==> config.mk <==
export PLATFORM = sky130hd
export DESIGN_NAME = clocking_ctrl_top
export DESIGN_NICKNAME = d
export VERILOG_FILES = /design/src/hdl/clk_cfg_pkg.sv /design/src/hdl/clk_status_pkg.sv /design/src/hdl/clk_cfg_intake.sv /design/src/hdl/clk_power_sequencer.sv /design/src/hdl/vdd_scaler.sv /design/src/hdl/clk_gate_monitor.sv /design/src/hdl/clocking_ctrl_top.sv
export SDC_FILE = /design/constraint.sdc
export NUM_CORES = 1
export LEC_CHECK = 0
export BUFFER_PORTS_ARGS = -buffer_cell sky130_fd_sc_hd__clkbuf_2
export CAP_MARGIN = 10
export CORE_MARGIN = 2
export CORE_UTILIZATION = 35
export DETAILED_ROUTE_END_ITERATION = 6
export HOLD_SLACK_MARGIN = 0.06
export PLACE_DENSITY = 0.66
export SLEW_MARGIN = 20
export SYNTH_ARGS = -nofsm -noshare
export SYNTH_HDL_FRONTEND = slang
export SYNTH_SLANG_ARGS = --single-unit
==> constraint.sdc <==
create_clock -name ref_clk -period 2.3 [get_ports ref_clk]
set_input_delay 0.46 -clock ref_clk [delete_from_list [all_inputs] [get_ports ref_clk]]
set_output_delay 0.46 -clock ref_clk [all_outputs]
set_load 0.02 [all_outputs]
==> src/hdl/clk_cfg_pkg.sv <==
// Link configuration types for the clocking controller
// Data rate, signaling and power mode encodings, rail voltage type, PLL constants

package clk_cfg_pkg;

    typedef enum logic [1:0] {
        RATE_32G  = 2'd0,
        RATE_64G  = 2'd1,
        RATE_128G = 2'd2
    } data_rate_t;

    typedef enum logic {
        SIG_NRZ  = 1'b0,
        SIG_PAM4 = 1'b1
    } signaling_mode_t;

    typedef enum logic [1:0] {
        PM_FULL  = 2'd0,
        PM_LOW   = 2'd1,
        PM_SLEEP = 2'd2
    } power_mode_t;

    typedef struct packed {
        data_rate_t      rate;
        signaling_mode_t signaling;
        power_mode_t     power_mode;
    } clk_cfg_t;

    typedef logic [11:0] vdd_mv_t;  // One rail in millivolts

    // Power-on configuration
    localparam clk_cfg_t CFG_DEFAULT = '{rate: RATE_128G, signaling: SIG_PAM4,
                                         power_mode: PM_FULL};

    localparam vdd_mv_t THERMAL_STEP_MV = 12'd50;

    // High-speed PLL multipliers against the 100 MHz reference
    localparam logic [15:0] MULT_128G_PAM4 = 16'd640;
    localparam logic [15:0] MULT_128G_NRZ  = 16'd1280;
    localparam logic [15:0] MULT_64G       = 16'd320;
    localparam logic [15:0] MULT_32G       = 16'd160;

endpackage

==> src/hdl/clk_status_pkg.sv <==
// Controller status types
// Sequencer state encoding, rail voltage set and the 16-bit status word

package clk_status_pkg;

    import clk_cfg_pkg::*;

    typedef enum logic [3:0] {
        ST_RESET          = 4'd0,
        ST_POWER_UP       = 4'd1,
        ST_VOLTAGE_SCALE  = 4'd2,
        ST_PLL_CONFIG     = 4'd3,
        ST_LOCK_WAIT      = 4'd4,
        ST_CLOCK_ENABLE   = 4'd5,
        ST_ACTIVE         = 4'd6,
        ST_POWER_SAVE     = 4'd7,
        ST_THERMAL_LIMIT  = 4'd8,
        ST_ERROR_RECOVERY = 4'd9
    } seq_state_t;

    typedef struct packed {
        vdd_mv_t core;
        vdd_mv_t phy;
        vdd_mv_t pll;
    } vdd_set_t;

    typedef struct packed {
        seq_state_t state;             // [15:12]
        clk_cfg_t   cfg;               // [11:7]
        logic       pll_locked_both;
        logic       settling;
        logic       clocks_gated;
        logic       thermal_throttle;
        logic       domains_acked;
        logic       rails_ready;
        logic       reserved;          // Always zero
    } clk_status_t;

endpackage

==> src/hdl/clk_cfg_intake.sv <==
// Configuration request intake
// Valid/ready acceptance and the active configuration register

`timescale 1ns/1ns

module clk_cfg_intake
    import clk_cfg_pkg::*;
(
    input  logic     ref_clk,
    input  logic     por_rst_n,
    input  logic     cfg_valid,
    input  clk_cfg_t cfg,
    output logic     cfg_ready,
    input  logic     seq_idle,
    output clk_cfg_t active_cfg
);

    logic cfg_accept;

    // Requests only land between sequences
    assign cfg_ready  = seq_idle;
    assign cfg_accept = cfg_valid && cfg_ready;

    always_ff @(posedge ref_clk or negedge por_rst_n) begin
        if (!por_rst_n) begin
            active_cfg <= CFG_DEFAULT;
        end else if (cfg_accept) begin
            active_cfg <= cfg;
        end
    end

    // Requester holds the word while stalled
    a_cfg_stable: assert property (
        @(posedge ref_clk) disable iff (!por_rst_n)
        (cfg_valid && !cfg_ready) |=> (!cfg_valid || $stable(cfg))
    ) else $error("cfg changed under back-pressure");

endmodule

==> src/hdl/clk_power_sequencer.sv <==
// Bring-up and power-state FSM
// Power-domain control, PLL multiplier table, lock timer with timeout

`timescale 1ns/1ns

module clk_power_sequencer
    import clk_cfg_pkg::*;
    import clk_status_pkg::*;
#(
    parameter int NUM_POWER_DOMAINS   = 4,
    parameter int LOCK_TIMEOUT_CYCLES = 100000
) (
    input  logic                         ref_clk,
    input  logic                         por_rst_n,
    input  logic                         clocking_enable,
    input  logic                         thermal_throttle,
    input  clk_cfg_t                     active_cfg,
    input  logic [NUM_POWER_DOMAINS-1:0] domain_ack,
    output logic [NUM_POWER_DOMAINS-1:0] domain_enable,
    output logic [NUM_POWER_DOMAINS-1:0] domain_isolate,
    input  logic [2:0]                   rail_ready,
    input  logic                         settling,
    output logic                         scale_start,
    output logic                         thermal_step,
    input  logic                         pll_main_locked,
    input  logic                         pll_hs_locked,
    output logic                         pll_enable,
    output logic [15:0]                  pll_hs_mult,
    output logic [31:0]                  pll_lock_cycles,
    output logic                         seq_idle,
    output logic                         seq_active,
    output seq_state_t                   state,
    output logic                         all_clocks_stable
);

    seq_state_t  state_d;
    logic [31:0] lock_cnt;
    logic        both_locked;

    function automatic logic [15:0] hs_mult(clk_cfg_t c);
        case (c.rate)
            RATE_128G: return (c.signaling == SIG_PAM4) ? MULT_128G_PAM4 : MULT_128G_NRZ;
            RATE_64G:  return MULT_64G;
            default:   return MULT_32G;
        endcase
    endfunction

    assign both_locked = pll_main_locked && pll_hs_locked;
    assign seq_active  = (state == ST_ACTIVE);
    assign seq_idle    = state inside {ST_RESET, ST_ACTIVE, ST_POWER_SAVE, ST_THERMAL_LIMIT};

    always_comb begin
        state_d = state;
        case (state)
            ST_RESET:          if (clocking_enable) state_d = ST_POWER_UP;
            ST_POWER_UP:       if (&domain_ack) state_d = ST_VOLTAGE_SCALE;
            ST_VOLTAGE_SCALE: begin
                // First cycle is skipped since settling rises one edge after the pulse
                if (!scale_start && !settling && &rail_ready) state_d = ST_PLL_CONFIG;
            end
            ST_PLL_CONFIG:     state_d = ST_LOCK_WAIT;
            ST_LOCK_WAIT: begin
                if (both_locked) begin
                    state_d = ST_CLOCK_ENABLE;
                end else if (lock_cnt > 32'(LOCK_TIMEOUT_CYCLES)) begin
                    state_d = ST_ERROR_RECOVERY;
                end
            end
            ST_CLOCK_ENABLE:   state_d = ST_ACTIVE;
            ST_ACTIVE: begin
                if (thermal_throttle) begin
                    state_d = ST_THERMAL_LIMIT;
                end else if (active_cfg.power_mode == PM_LOW) begin
                    state_d = ST_POWER_SAVE;
                end else if (active_cfg.power_mode == PM_SLEEP) begin
                    state_d = ST_POWER_UP;  // Full re-bring-up
                end
            end
            ST_POWER_SAVE: begin
                if (active_cfg.power_mode == PM_FULL) begin
                    state_d = ST_ACTIVE;
                end else if (thermal_throttle) begin
                    state_d = ST_THERMAL_LIMIT;
                end
            end
            ST_THERMAL_LIMIT:  if (!thermal_throttle) state_d = ST_ACTIVE;
            default:           state_d = ST_RESET;
        endcase
    end

    always_ff @(posedge ref_clk or negedge por_rst_n) begin
        if (!por_rst_n) begin
            state             <= ST_RESET;
            scale_start       <= 1'b0;
            thermal_step      <= 1'b0;
            all_clocks_stable <= 1'b0;
        end else begin
            state             <= state_d;
            scale_start       <= (state_d == ST_VOLTAGE_SCALE) && (state != ST_VOLTAGE_SCALE);
            thermal_step      <= (state_d == ST_THERMAL_LIMIT) && (state != ST_THERMAL_LIMIT);
            all_clocks_stable <= both_locked && (state_d == ST_ACTIVE);
        end
    end

    always_ff @(posedge ref_clk or negedge por_rst_n) begin
        if (!por_rst_n) begin
            domain_enable  <= '0;
            domain_isolate <= '1;  // Isolated out of reset
        end else if (state == ST_POWER_UP) begin
            domain_enable  <= '1;
            domain_isolate <= '0;
        end else if (state == ST_RESET) begin
            domain_enable  <= '0;
            domain_isolate <= '1;
        end
    end

    always_ff @(posedge ref_clk or negedge por_rst_n) begin
        if (!por_rst_n) begin
            pll_enable      <= 1'b0;
            pll_hs_mult     <= MULT_128G_PAM4;
            pll_lock_cycles <= '0;
            lock_cnt        <= '0;
        end else begin
            case (state)
                ST_PLL_CONFIG: begin
                    pll_enable  <= 1'b1;
                    pll_hs_mult <= hs_mult(active_cfg);
                    lock_cnt    <= '0;
                end
                ST_LOCK_WAIT: begin
                    lock_cnt <= lock_cnt + 32'd1;
                    if (both_locked) pll_lock_cycles <= lock_cnt;  // Lock latency
                end
                ST_RESET, ST_ERROR_RECOVERY: begin
                    pll_enable <= 1'b0;
                    lock_cnt   <= '0;
                end
                default: ;
            endcase
        end
    end

    // A domain is never powered and clamped at once
    a_domain_exclusive: assert property (
        @(posedge ref_clk) disable iff (!por_rst_n)
        (domain_enable & domain_isolate) == '0
    ) else $error("domain enabled while isolated");

endmodule

==> src/hdl/vdd_scaler.sv <==
// Rail voltage scaler
// Target lookup, settle timer and thermal step-down

`timescale 1ns/1ns

module vdd_scaler
    import clk_cfg_pkg::*;
    import clk_status_pkg::*;
#(
    parameter int SETTLE_CYCLES = 1000
) (
    input  logic     ref_clk,
    input  logic     por_rst_n,
    input  clk_cfg_t active_cfg,
    input  logic     scale_start,
    input  logic     thermal_step,
    output logic     settling,
    output vdd_set_t vdd
);

    localparam int CNT_W = $clog2(SETTLE_CYCLES + 1);

    vdd_set_t         target;
    logic [CNT_W-1:0] settle_cnt;

    function automatic vdd_set_t lookup(clk_cfg_t c);
        if (c.rate == RATE_128G && c.power_mode == PM_FULL) begin
            return '{core: 12'd1000, phy: 12'd1200, pll: 12'd1300};
        end else if (c.rate == RATE_128G && c.power_mode == PM_LOW) begin
            return '{core: 12'd950, phy: 12'd1100, pll: 12'd1200};
        end else if (c.rate == RATE_64G && c.power_mode == PM_FULL) begin
            return '{core: 12'd950, phy: 12'd1100, pll: 12'd1200};
        end else if (c.rate == RATE_32G && c.power_mode == PM_FULL) begin
            return '{core: 12'd900, phy: 12'd1000, pll: 12'd1100};
        end
        return '{core: 12'd850, phy: 12'd950, pll: 12'd1000};  // Reduced-power fallback
    endfunction

    function automatic vdd_mv_t step_down(vdd_mv_t v);
        return (v > THERMAL_STEP_MV) ? v - THERMAL_STEP_MV : '0;
    endfunction

    // Setpoints for the next settle
    always_ff @(posedge ref_clk) begin
        if (scale_start) begin
            target <= lookup(active_cfg);
        end else if (thermal_step) begin
            target <= '{core: step_down(target.core), phy: step_down(target.phy),
                        pll: step_down(target.pll)};
        end
    end

    always_ff @(posedge ref_clk or negedge por_rst_n) begin
        if (!por_rst_n) begin
            settling   <= 1'b0;
            settle_cnt <= '0;
            vdd        <= '0;
        end else if (scale_start || thermal_step) begin
            settling   <= 1'b1;
            settle_cnt <= '0;
        end else if (settling) begin
            settle_cnt <= settle_cnt + 1'b1;
            if (settle_cnt == CNT_W'(SETTLE_CYCLES - 1)) begin
                settling <= 1'b0;
                vdd      <= target;  // Regulators follow the new setpoint
            end
        end
    end

    // Sequencer never restarts a scale mid-settle
    a_no_restart: assert property (
        @(posedge ref_clk) disable iff (!por_rst_n)
        scale_start |-> !settling
    ) else $error("scale_start while settling");

endmodule

==> src/hdl/clk_gate_monitor.sv <==
// Idle monitor and status
// Idle counter, registered clock gates and status word assembly

`timescale 1ns/1ns

module clk_gate_monitor
    import clk_cfg_pkg::*;
    import clk_status_pkg::*;
#(
    parameter int IDLE_THRESHOLD    = 100,
    parameter int NUM_POWER_DOMAINS = 4
) (
    input  logic                         ref_clk,
    input  logic                         por_rst_n,
    input  logic                         protocol_active,
    input  logic                         phy_active,
    input  power_mode_t                  power_mode,
    input  logic                         seq_active,
    input  seq_state_t                   state,
    input  clk_cfg_t                     active_cfg,
    input  logic                         pll_main_locked,
    input  logic                         pll_hs_locked,
    input  logic                         settling,
    input  logic                         thermal_throttle,
    input  logic [NUM_POWER_DOMAINS-1:0] domain_ack,
    input  logic [2:0]                   rail_ready,
    output logic                         gate_bit_rate,
    output logic                         gate_symbol_rate,
    output logic                         gate_quarter_rate,
    output clk_status_t                  status
);

    localparam int IDLE_W = $clog2(IDLE_THRESHOLD + 1);

    logic [IDLE_W-1:0] idle_cnt;
    logic              clocks_gated;
    logic              gate_q;

    always_ff @(posedge ref_clk or negedge por_rst_n) begin
        if (!por_rst_n) begin
            idle_cnt     <= '0;
            clocks_gated <= 1'b0;
        end else if (protocol_active || phy_active) begin
            idle_cnt     <= '0;
            clocks_gated <= 1'b0;
        end else if (idle_cnt < IDLE_W'(IDLE_THRESHOLD)) begin
            idle_cnt <= idle_cnt + 1'b1;
        end else begin
            clocks_gated <= (power_mode != PM_FULL);  // Full power never gates
        end
    end

    always_ff @(posedge ref_clk or negedge por_rst_n) begin
        if (!por_rst_n) begin
            gate_q <= 1'b1;
            status <= '0;
        end else begin
            gate_q <= clocks_gated || !seq_active;
            status <= '{state:            state,
                        cfg:              active_cfg,
                        pll_locked_both:  pll_main_locked && pll_hs_locked,
                        settling:         settling,
                        clocks_gated:     clocks_gated,
                        thermal_throttle: thermal_throttle,
                        domains_acked:    &domain_ack,
                        rails_ready:      &rail_ready,
                        reserved:         1'b0};
        end
    end

    // All three high-speed domains share one gate decision
    assign gate_bit_rate     = gate_q;
    assign gate_symbol_rate  = gate_q;
    assign gate_quarter_rate = gate_q;

endmodule

==> src/hdl/clocking_ctrl_top.sv <==
// Clocking controller top level
// Intake, power sequencer, voltage scaler and gate monitor

`timescale 1ns/1ns

module clocking_ctrl_top
    import clk_cfg_pkg::*;
    import clk_status_pkg::*;
#(
    parameter int NUM_POWER_DOMAINS   = 4,
    parameter int SETTLE_CYCLES       = 1000,
    parameter int LOCK_TIMEOUT_CYCLES = 100000,
    parameter int IDLE_THRESHOLD      = 100
) (
    input  logic                         ref_clk,
    input  logic                         por_rst_n,
    input  logic                         clocking_enable,
    input  logic                         thermal_throttle,
    input  logic                         cfg_valid,
    input  clk_cfg_t                     cfg,
    output logic                         cfg_ready,
    output logic [NUM_POWER_DOMAINS-1:0] domain_enable,
    output logic [NUM_POWER_DOMAINS-1:0] domain_isolate,
    input  logic [NUM_POWER_DOMAINS-1:0] domain_ack,
    input  logic [2:0]                   rail_ready,    // core, phy, pll regulators
    input  logic                         pll_main_locked,
    input  logic                         pll_hs_locked,
    output logic                         pll_enable,
    output logic [15:0]                  pll_hs_mult,
    output logic [31:0]                  pll_lock_cycles,
    input  logic                         protocol_active,
    input  logic                         phy_active,
    output logic                         gate_bit_rate,
    output logic                         gate_symbol_rate,
    output logic                         gate_quarter_rate,
    output logic                         all_clocks_stable,
    output vdd_mv_t                      vdd_core_mv,
    output vdd_mv_t                      vdd_phy_mv,
    output vdd_mv_t                      vdd_pll_mv,
    output clk_status_t                  status
);

    clk_cfg_t   active_cfg;
    seq_state_t seq_state;
    vdd_set_t   vdd;
    logic       seq_idle;
    logic       seq_active;
    logic       scale_start;
    logic       thermal_step;
    logic       settling;

    clk_cfg_intake u_intake (
        .ref_clk, .por_rst_n, .cfg_valid, .cfg, .cfg_ready, .seq_idle, .active_cfg
    );

    clk_power_sequencer #(
        .NUM_POWER_DOMAINS   (NUM_POWER_DOMAINS),
        .LOCK_TIMEOUT_CYCLES (LOCK_TIMEOUT_CYCLES)
    ) u_sequencer (
        .ref_clk, .por_rst_n, .clocking_enable, .thermal_throttle, .active_cfg,
        .domain_ack, .domain_enable, .domain_isolate, .rail_ready, .settling,
        .scale_start, .thermal_step, .pll_main_locked, .pll_hs_locked, .pll_enable,
        .pll_hs_mult, .pll_lock_cycles, .seq_idle, .seq_active,
        .state (seq_state),
        .all_clocks_stable
    );

    vdd_scaler #(
        .SETTLE_CYCLES (SETTLE_CYCLES)
    ) u_vdd_scaler (
        .ref_clk, .por_rst_n, .active_cfg, .scale_start, .thermal_step, .settling, .vdd
    );

    clk_gate_monitor #(
        .IDLE_THRESHOLD    (IDLE_THRESHOLD),
        .NUM_POWER_DOMAINS (NUM_POWER_DOMAINS)
    ) u_gate_monitor (
        .ref_clk, .por_rst_n, .protocol_active, .phy_active,
        .power_mode (active_cfg.power_mode),
        .seq_active,
        .state      (seq_state),
        .active_cfg, .pll_main_locked, .pll_hs_locked, .settling, .thermal_throttle,
        .domain_ack, .rail_ready, .gate_bit_rate, .gate_symbol_rate, .gate_quarter_rate,
        .status
    );

    assign vdd_core_mv = vdd.core;
    assign vdd_phy_mv  = vdd.phy;
    assign vdd_pll_mv  = vdd.pll;

endmodule

==> results of run 1 <==
-- power groups by stage --
stage	combinational, mW	sequential, mW	clock, mW
finish	2.47	4.25	2.92
detailed placement	2.49	4.32	0
global route	2.75	4.31	3.15
floorplan	1.54	4.39	0
global placement	2.48	4.30	0
CTS	2.51	4.25	3.01
-- cell usage in the layout (no fill, tap or decap), types with 8 or more instances in the layout --
master,netlist,layout
nand4_1,14,14
xor2_1,26,26
and4_1,8,8
o21ai_0,46,46
dfrtp_1,147,147
or3_1,13,13
buf_4,22,35
conb_1,1,14
clkbuf_2,0,119
nand2_1,46,46
ha_1,13,13
nor3_1,9,9
edfxtp_1,33,33
inv_1,21,21
nor4_1,8,8
xnor2_1,22,22
a21oi_1,37,37
clkbuf_16,0,17
and3_1,9,9
or4_1,19,19
nand3_1,18,18
nor2_1,42,40
o31ai_1,17,17
mux2_2,71,71
-- through the flow --
step	cell area [µm²]	hold slack, ns	power (mW)
final	10300	0.223	9.65
after detailed placement	9740	0.410	6.81
after CTS	10300	0.205	9.77
after floorplan	8720	0.164	5.93
after global placement	9740	0.408	6.78
after global routing	10300	0.215	10.2
-- flip-flops by register name (all words and copies together) (netlist names), 4 cells and up --
register	count
u_vdd_scaler.settle_cnt	10
u_sequencer.pll_lock_cycles	32
u_gate_monitor.idle_cnt	7
u_gate_monitor.status	15
u_sequencer.lock_cnt	32
u_sequencer.pll_hs_mult	6
u_intake.active_cfg	5
u_sequencer.state	4
u_vdd_scaler.target	33
u_vdd_scaler.vdd	33
-- path summary, 6_finish.rpt --
path | start | slack [ns] | depth (start not counted) | to
max in group asynchronous | por_rst_n | 1.08 | 3 | u_gate_monitor.gate_bit_rate
setup reg to reg | u_vdd_scaler.target[8] | 0.20 | 4 | u_vdd_scaler.target[8]
min in group asynchronous | por_rst_n | 0.55 | 2 | u_vdd_scaler.vdd[30]
setup / recovery | u_vdd_scaler.target[8] | 0.20 | 4 | u_vdd_scaler.target[8]
hold / removal | thermal_throttle | 0.22 | 1 | u_gate_monitor.status[3]
hold reg to reg | u_gate_monitor.clocks_gated | 0.42 | 0 | u_gate_monitor.status[4]
-- cell families (layout without fill, tap and decap cells) --
| group | Yosys count | count (layout) | synth area share [%] |
|---|---|---|---|
| adder cells (fa/ha/maj) | 13 | 13 | 1.88 |
| buffers and inverters | 80 | 212 | 4.50 |
| flip-flops | 186 | 186 | 55.7 |
| AO/OA/AOI/OAI | 139 | 139 | 9.91 |
| other | 1 | 14 | 0.0432 |
| AND/OR/NAND/NOR | 214 | 214 | 13.6 |
| XOR/XNOR | 48 | 48 | 4.85 |
| multiplexers | 74 | 74 | 9.57 |
-- cell usage after synthesis, types with 3 or more instances --
master,count,area share [%]
dfrtp_1,147,42
mux2_2,71,9.2
nand2_1,46,2.0
o21ai_0,46,2.7
nor2_1,42,1.8
a21oi_1,37,2.1
edfxtp_1,33,11
clkbuf_1,31,1.3
xor2_1,26,2.6
buf_4,22,1.9
xnor2_1,22,2.2
inv_1,21,0.91
or4_1,19,1.6
nand3_1,18,1.0
o31ai_1,17,1.5
nand4_1,14,1.0
ha_1,13,1.9
or3_1,13,0.94
and3_1,9,0.65
nor3_1,9,0.52
and4_1,8,0.81
nor4_1,8,0.58
a31oi_1,6,0.43
buf_2,6,0.35
dfstp_2,6,1.8
nand2b_1,6,0.43
a211oi_1,3,0.26
a21o_1,3,0.26
and2_1,3,0.22
and3b_1,3,0.30
mux2i_1,3,0.35
nand3b_1,3,0.26
o22ai_1,3,0.22
or2_2,3,0.22
-- worst max-delay path, cell delays in order, from the launching register on --
cell and delay (ns):
edfxtp_1 0.43, or4_1 0.60, o41ai_1 0.45, buf_4 0.25
o21ai_0 0.10
-- repair_timing --
item | CTS | global route
hold buffers | 1 | 0
endpoints found under the hold margin | 43 | 0
buffers inserted | 0 | 1
setup endpoints to repair | 0 | 1
-- layout make-up --
class	instances	area (µm²)
fillers	2304	14000
flip-flops and latches	186	4830
multi-input cells	502	3510
repair buffers	159	940
clock buffers	17	425
well taps	324	405
clock inverters	15	156
inverters	21	78.8
-- metal layers --
layer | vias up | GRT usage (%)
met5 | - | 0
met2 | 150 | 25.2
met4 | 2 | 3.69
met1 | 3136 | 21.4
li1 | 2978 | -
met3 | 15 | 3.16
==> impl_metrics.env, run 1 <==
export IMPL_status="completed"
export IMPL_port_buffers=120
export IMPL_grt_max_degree=52
export IMPL_synth_ff_type="dfrtp_1"
export IMPL_setup_worst_path_start_class="register"
export IMPL_wl_per_cell_um=16.0
export IMPL_drtIter0Drc=371
export IMPL_ys_ff_latch=186
export IMPL_met1_length_um=9120
export IMPL_dieHeight_um=161
export IMPL_hp_class="in -> reg"
export IMPL_required_ns=2.46
export IMPL_grtUsageTotal_pct=15.5
export IMPL_p_per_area_nw_per_um2=933
export IMPL_clock_path_buffers=2
export IMPL_tns_ns=0
export IMPL_die_w_um=161
export IMPL_nets=921
export IMPL_cts_root_buf="clkbuf_16"
export IMPL_cts_clk_slew_worst_paths_ns=0.08
export IMPL_cts_tree="done"
export IMPL_antenna_found_initial=1
export IMPL_clk_latency_ns=0.43
export IMPL_grt_pass1_wl_um=32100
export IMPL_skew_ns=0.0128
export IMPL_drive_gt1_share_pct=31.0
export IMPL_pre_cts_slack_ns=0.235
export IMPL_gp_congestion=0.811
export IMPL_place_hpwl_um=13800
export IMPL_synth_edff_count=33
export IMPL_globalRoute_totalOverflow=0
export IMPL_dr_pass1_iters=5
export IMPL_final_cells=1224
export IMPL_met3_length_um=936
export IMPL_wl_met2_um=9280
export IMPL_intPower_mw=6.33
export IMPL_numClockSinks=186
export IMPL_peakVddDrop_uv=446
export IMPL_rsz0062_at_grt="false"
export IMPL_vias=6281
export IMPL_yosys_warnings=0
export IMPL_fp_coreArea_um2=24300
export IMPL_crit_type="reg -> reg"
export IMPL_ant_nets=0
export IMPL_setup_violations=0
export IMPL_cts_resized=0
export IMPL_maxCapViolations=0
export IMPL_dp_cells=1190
export IMPL_post_route_drc_count=0
export IMPL_finalWorstSetupSlack_ns=0.203
export IMPL_vias_per_cell=5.13
export IMPL_p_sw_share_pct=34.4
export IMPL_layout_area_overhead_vs_synth_pct=19.2
export IMPL_cts_htree_levels=4
export IMPL_p_switching_mw=3.32
export IMPL_ys_seq_area_share_pct=55.7
export IMPL_max_freq_mhz=477
export IMPL_utilization_pct=42.5
export IMPL_p_clk_share_pct=30.3
export IMPL_period_share_pct=91.2
export IMPL_pin_count=135
export IMPL_hold_violations=0
export IMPL_worstMarginPinSlew_ns=0.563
export IMPL_synth_area_per_cell_um2=11.5
export IMPL_synth_async_reset_ratio_pct=82.3
export IMPL_maxSlewViolCount=0
export IMPL_syn_area_um2=8670
export IMPL_die_area_um2=26000
export IMPL_critPathCaptureType="register"
export IMPL_grt_pass1_vias=5933
export IMPL_wl_um=19500
export IMPL_cts_buffers=17
export IMPL_pwr_share_seq_pct=44.1
export IMPL_p_leak_nw=4.74
export IMPL_slew_headroom_pct=61.5
export IMPL_critPathArrivalTime_ns=2.25
export IMPL_top_layer="met5"
export IMPL_diodes=0
export IMPL_rows=57
export IMPL_min_period_ns=2.10
export IMPL_start_util_pct=35.7
export IMPL_synthDistinctLibCells=61
export IMPL_cp_max_fo=9
export IMPL_combPwrFrac_pct=25.6
export IMPL_synth_cells=755
No activity file was read; power rests on OpenSTA's default activity.
==> run 2: changes to the inputs <==
--- a/config.mk
+++ b/config.mk
@@ -7,11 +7,13 @@
 export LEC_CHECK = 0
 export BUFFER_PORTS_ARGS = -buffer_cell sky130_fd_sc_hd__clkbuf_2
 export CAP_MARGIN = 10
+export CELL_PAD_IN_SITES_DETAIL_PLACEMENT = 1
+export CELL_PAD_IN_SITES_GLOBAL_PLACEMENT = 2
 export CORE_MARGIN = 2
-export CORE_UTILIZATION = 35
+export CORE_UTILIZATION = 34
 export DETAILED_ROUTE_END_ITERATION = 6
 export HOLD_SLACK_MARGIN = 0.06
-export PLACE_DENSITY = 0.66
+export PLACE_DENSITY = 0.86
 export SLEW_MARGIN = 20
 export SYNTH_ARGS = -nofsm -noshare
 export SYNTH_HDL_FRONTEND = slang
==> impl_metrics.env, run 2 (synthesized netlist as in run 1, its figures left out) <==
export IMPL_required_ns=1.84
export IMPL_crit_type="reg -> out"
export IMPL_clk_latency_ns=0.44
export IMPL_dr_pass1_iters=4
export IMPL_vias_per_cell=5.18
export IMPL_min_period_ns=2.17
export IMPL_diodes=0
export IMPL_antenna_found_initial=1
export IMPL_fill_cells=2841
export IMPL_die_area_um2=26800
export IMPL_ant_nets=0
export IMPL_pin_count=135
export IMPL_min_to="u_gate_monitor.status[3]"
export IMPL_slew_headroom_pct=65.0
export IMPL_cts_htree_levels=4
export IMPL_grt_max_degree=49
export IMPL_fp_coreArea_um2=25100
export IMPL_cts_tree="done"
export IMPL_crit_slowest_cell="dfrtp_1"
export IMPL_numClockSinks=186
export IMPL_place_hpwl_um=15500
export IMPL_crit_path_frequent_cell="buf_4"
export IMPL_path_depth=4
export IMPL_pre_cts_slack_ns=0.254
export IMPL_p_leak_nw=4.74
export IMPL_setup_violations=0
export IMPL_layout_common_cells="147 x dfrtp_1, 119 x clkbuf_2, 71 x mux2_2"
export IMPL_layout_commonest_cell="dfrtp_1"
export IMPL_grtUsageTotal_pct=16.8
export IMPL_port_buffers=120
export IMPL_maxSlewViolCount=0
export IMPL_cp_num_buf_inv=3
export IMPL_rows=58
export IMPL_gp_congestion=0.806
export IMPL_hp_class="in -> reg"
export IMPL_hold_violations=0
export IMPL_r2r_end="u_vdd_scaler.target[21]"
export IMPL_cts_root_buf="clkbuf_16"
export IMPL_multi_input_area_um2=3510
export IMPL_setup_worst_path_start_class="register"
export IMPL_drive_gt1_share_pct=30.8
export IMPL_post_route_drc_count=0
export IMPL_critPathArrivalTime_ns=1.71
export IMPL_cp_slowest_stage_delay_ns=0.45
export IMPL_clock_path_buffers=2
export IMPL_layout_area_overhead_vs_synth_pct=19.4
export IMPL_period_share_pct=94.4
export IMPL_grt_pass1_wl_um=35300
export IMPL_drtIter0Drc=385
export IMPL_wl_per_cell_um=17.9
export IMPL_cts_buffers=17
export IMPL_path_cells="buf_4 -> o31ai_1 -> buf_4 -> clkbuf_2"
export IMPL_die_w_um=164
export IMPL_r2r_cells=6
export IMPL_peakVddDrop_uv=383
export IMPL_critPathCaptureType="output pin"
export IMPL_skew_ns=0.0150
export IMPL_vias=6372
export IMPL_rsz0062_at_grt="false"
export IMPL_grt_pass1_vias=6467
export IMPL_max_freq_mhz=460
export IMPL_start_util_pct=34.5
export IMPL_cp_max_fo=18
export IMPL_reg2reg_slack_ns=0.24
export IMPL_wl_um=21900
export IMPL_finalWorstSetupSlack_ns=0.128
export IMPL_hold_slack_ns=0.255
export IMPL_critical_path_top_delay_family="buffers and inverters"
export IMPL_cts_clk_slew_worst_paths_ns=0.07
export IMPL_hp_start="thermal_throttle"
export IMPL_maxCapViolations=0
export IMPL_largestRegisters="u_vdd_scaler.target (33), u_vdd_scaler.vdd (33)"
export IMPL_globalRoute_totalOverflow=0
export IMPL_tns_ns=0
export IMPL_status="completed"
export IMPL_seqCellArea_um2=4830
export IMPL_dieHeight_um=164
export IMPL_worstReg2RegStart="u_vdd_scaler.target[14]"
export IMPL_min_path_cells=1
export IMPL_p_per_area_nw_per_um2=934
export IMPL_p_total_mw=9.67
export IMPL_worstMarginPinSlew_ns=0.512
export IMPL_nets=920
-- run 2: report_power, final --
group          switching, mW  total [mW]  internal [mW]
Combinational           1.52        2.46          0.939
Clock                   1.45        2.90           1.45
Sequential             0.465        4.31           3.84
-- run 2: cell type report --
cell class / count / area share [%]
inverters: 21 / 0.761
repair buffers: 158 / 9.12
multi-input cells: 502 / 33.9
well taps: 330 / 3.99
flip-flops and latches: 186 / 46.6
clock buffers: 18 / 4.15
clock inverters: 14 / 1.47
-- run 2: metal layers --
| layer | vias up | part of all wire, % | global-route usage, % |
|---|---|---|---|
| li1 | 2975 | - | - |
| met1 | 3242 | 44 | 21.4 |
| met2 | 130 | 51 | 29.0 |
| met3 | 23 | 4.1 | 3.51 |
| met4 | 2 | 1.1 | 4.59 |
| met5 | - | 0.059 | 0 |
-- run 2: how the worst max path moves through the flow --
stage	end	slack, ns	from
2_1_floorplan	u_vdd_scaler.target[10]	0.07	u_sequencer.scale_start
3_3_place_gp	u_sequencer.lock_cnt[25]	0.33	u_sequencer.state[0]
3_5_place_dp	u_vdd_scaler.target[8]	0.25	u_vdd_scaler.target[1]
4_1_cts	cfg_ready	0.07	u_sequencer.state[0]
5_1_grt	cfg_ready	0.04	u_sequencer.state[0]
6_report	cfg_ready	0.13	u_sequencer.state[0]
-- run 2: through the flow --
stage	utilization, %	std cells	cell area [µm²]
finish	41.2	1229	10400
global route	41.2	1229	10400
CTS	41.2	1229	10400
detailed placement	38.8	1195	9750
global placement	38.8	1195	9750
floorplan	-	768	8720
-- run 2: what timing repair did --
action / CTS / global route
hold buffers: 1 / 0
endpoints found under the hold margin: 43 / 0
buffers inserted: 1 / 0
gates resized for setup: 0 / 1
setup endpoints to repair: 1 / 4
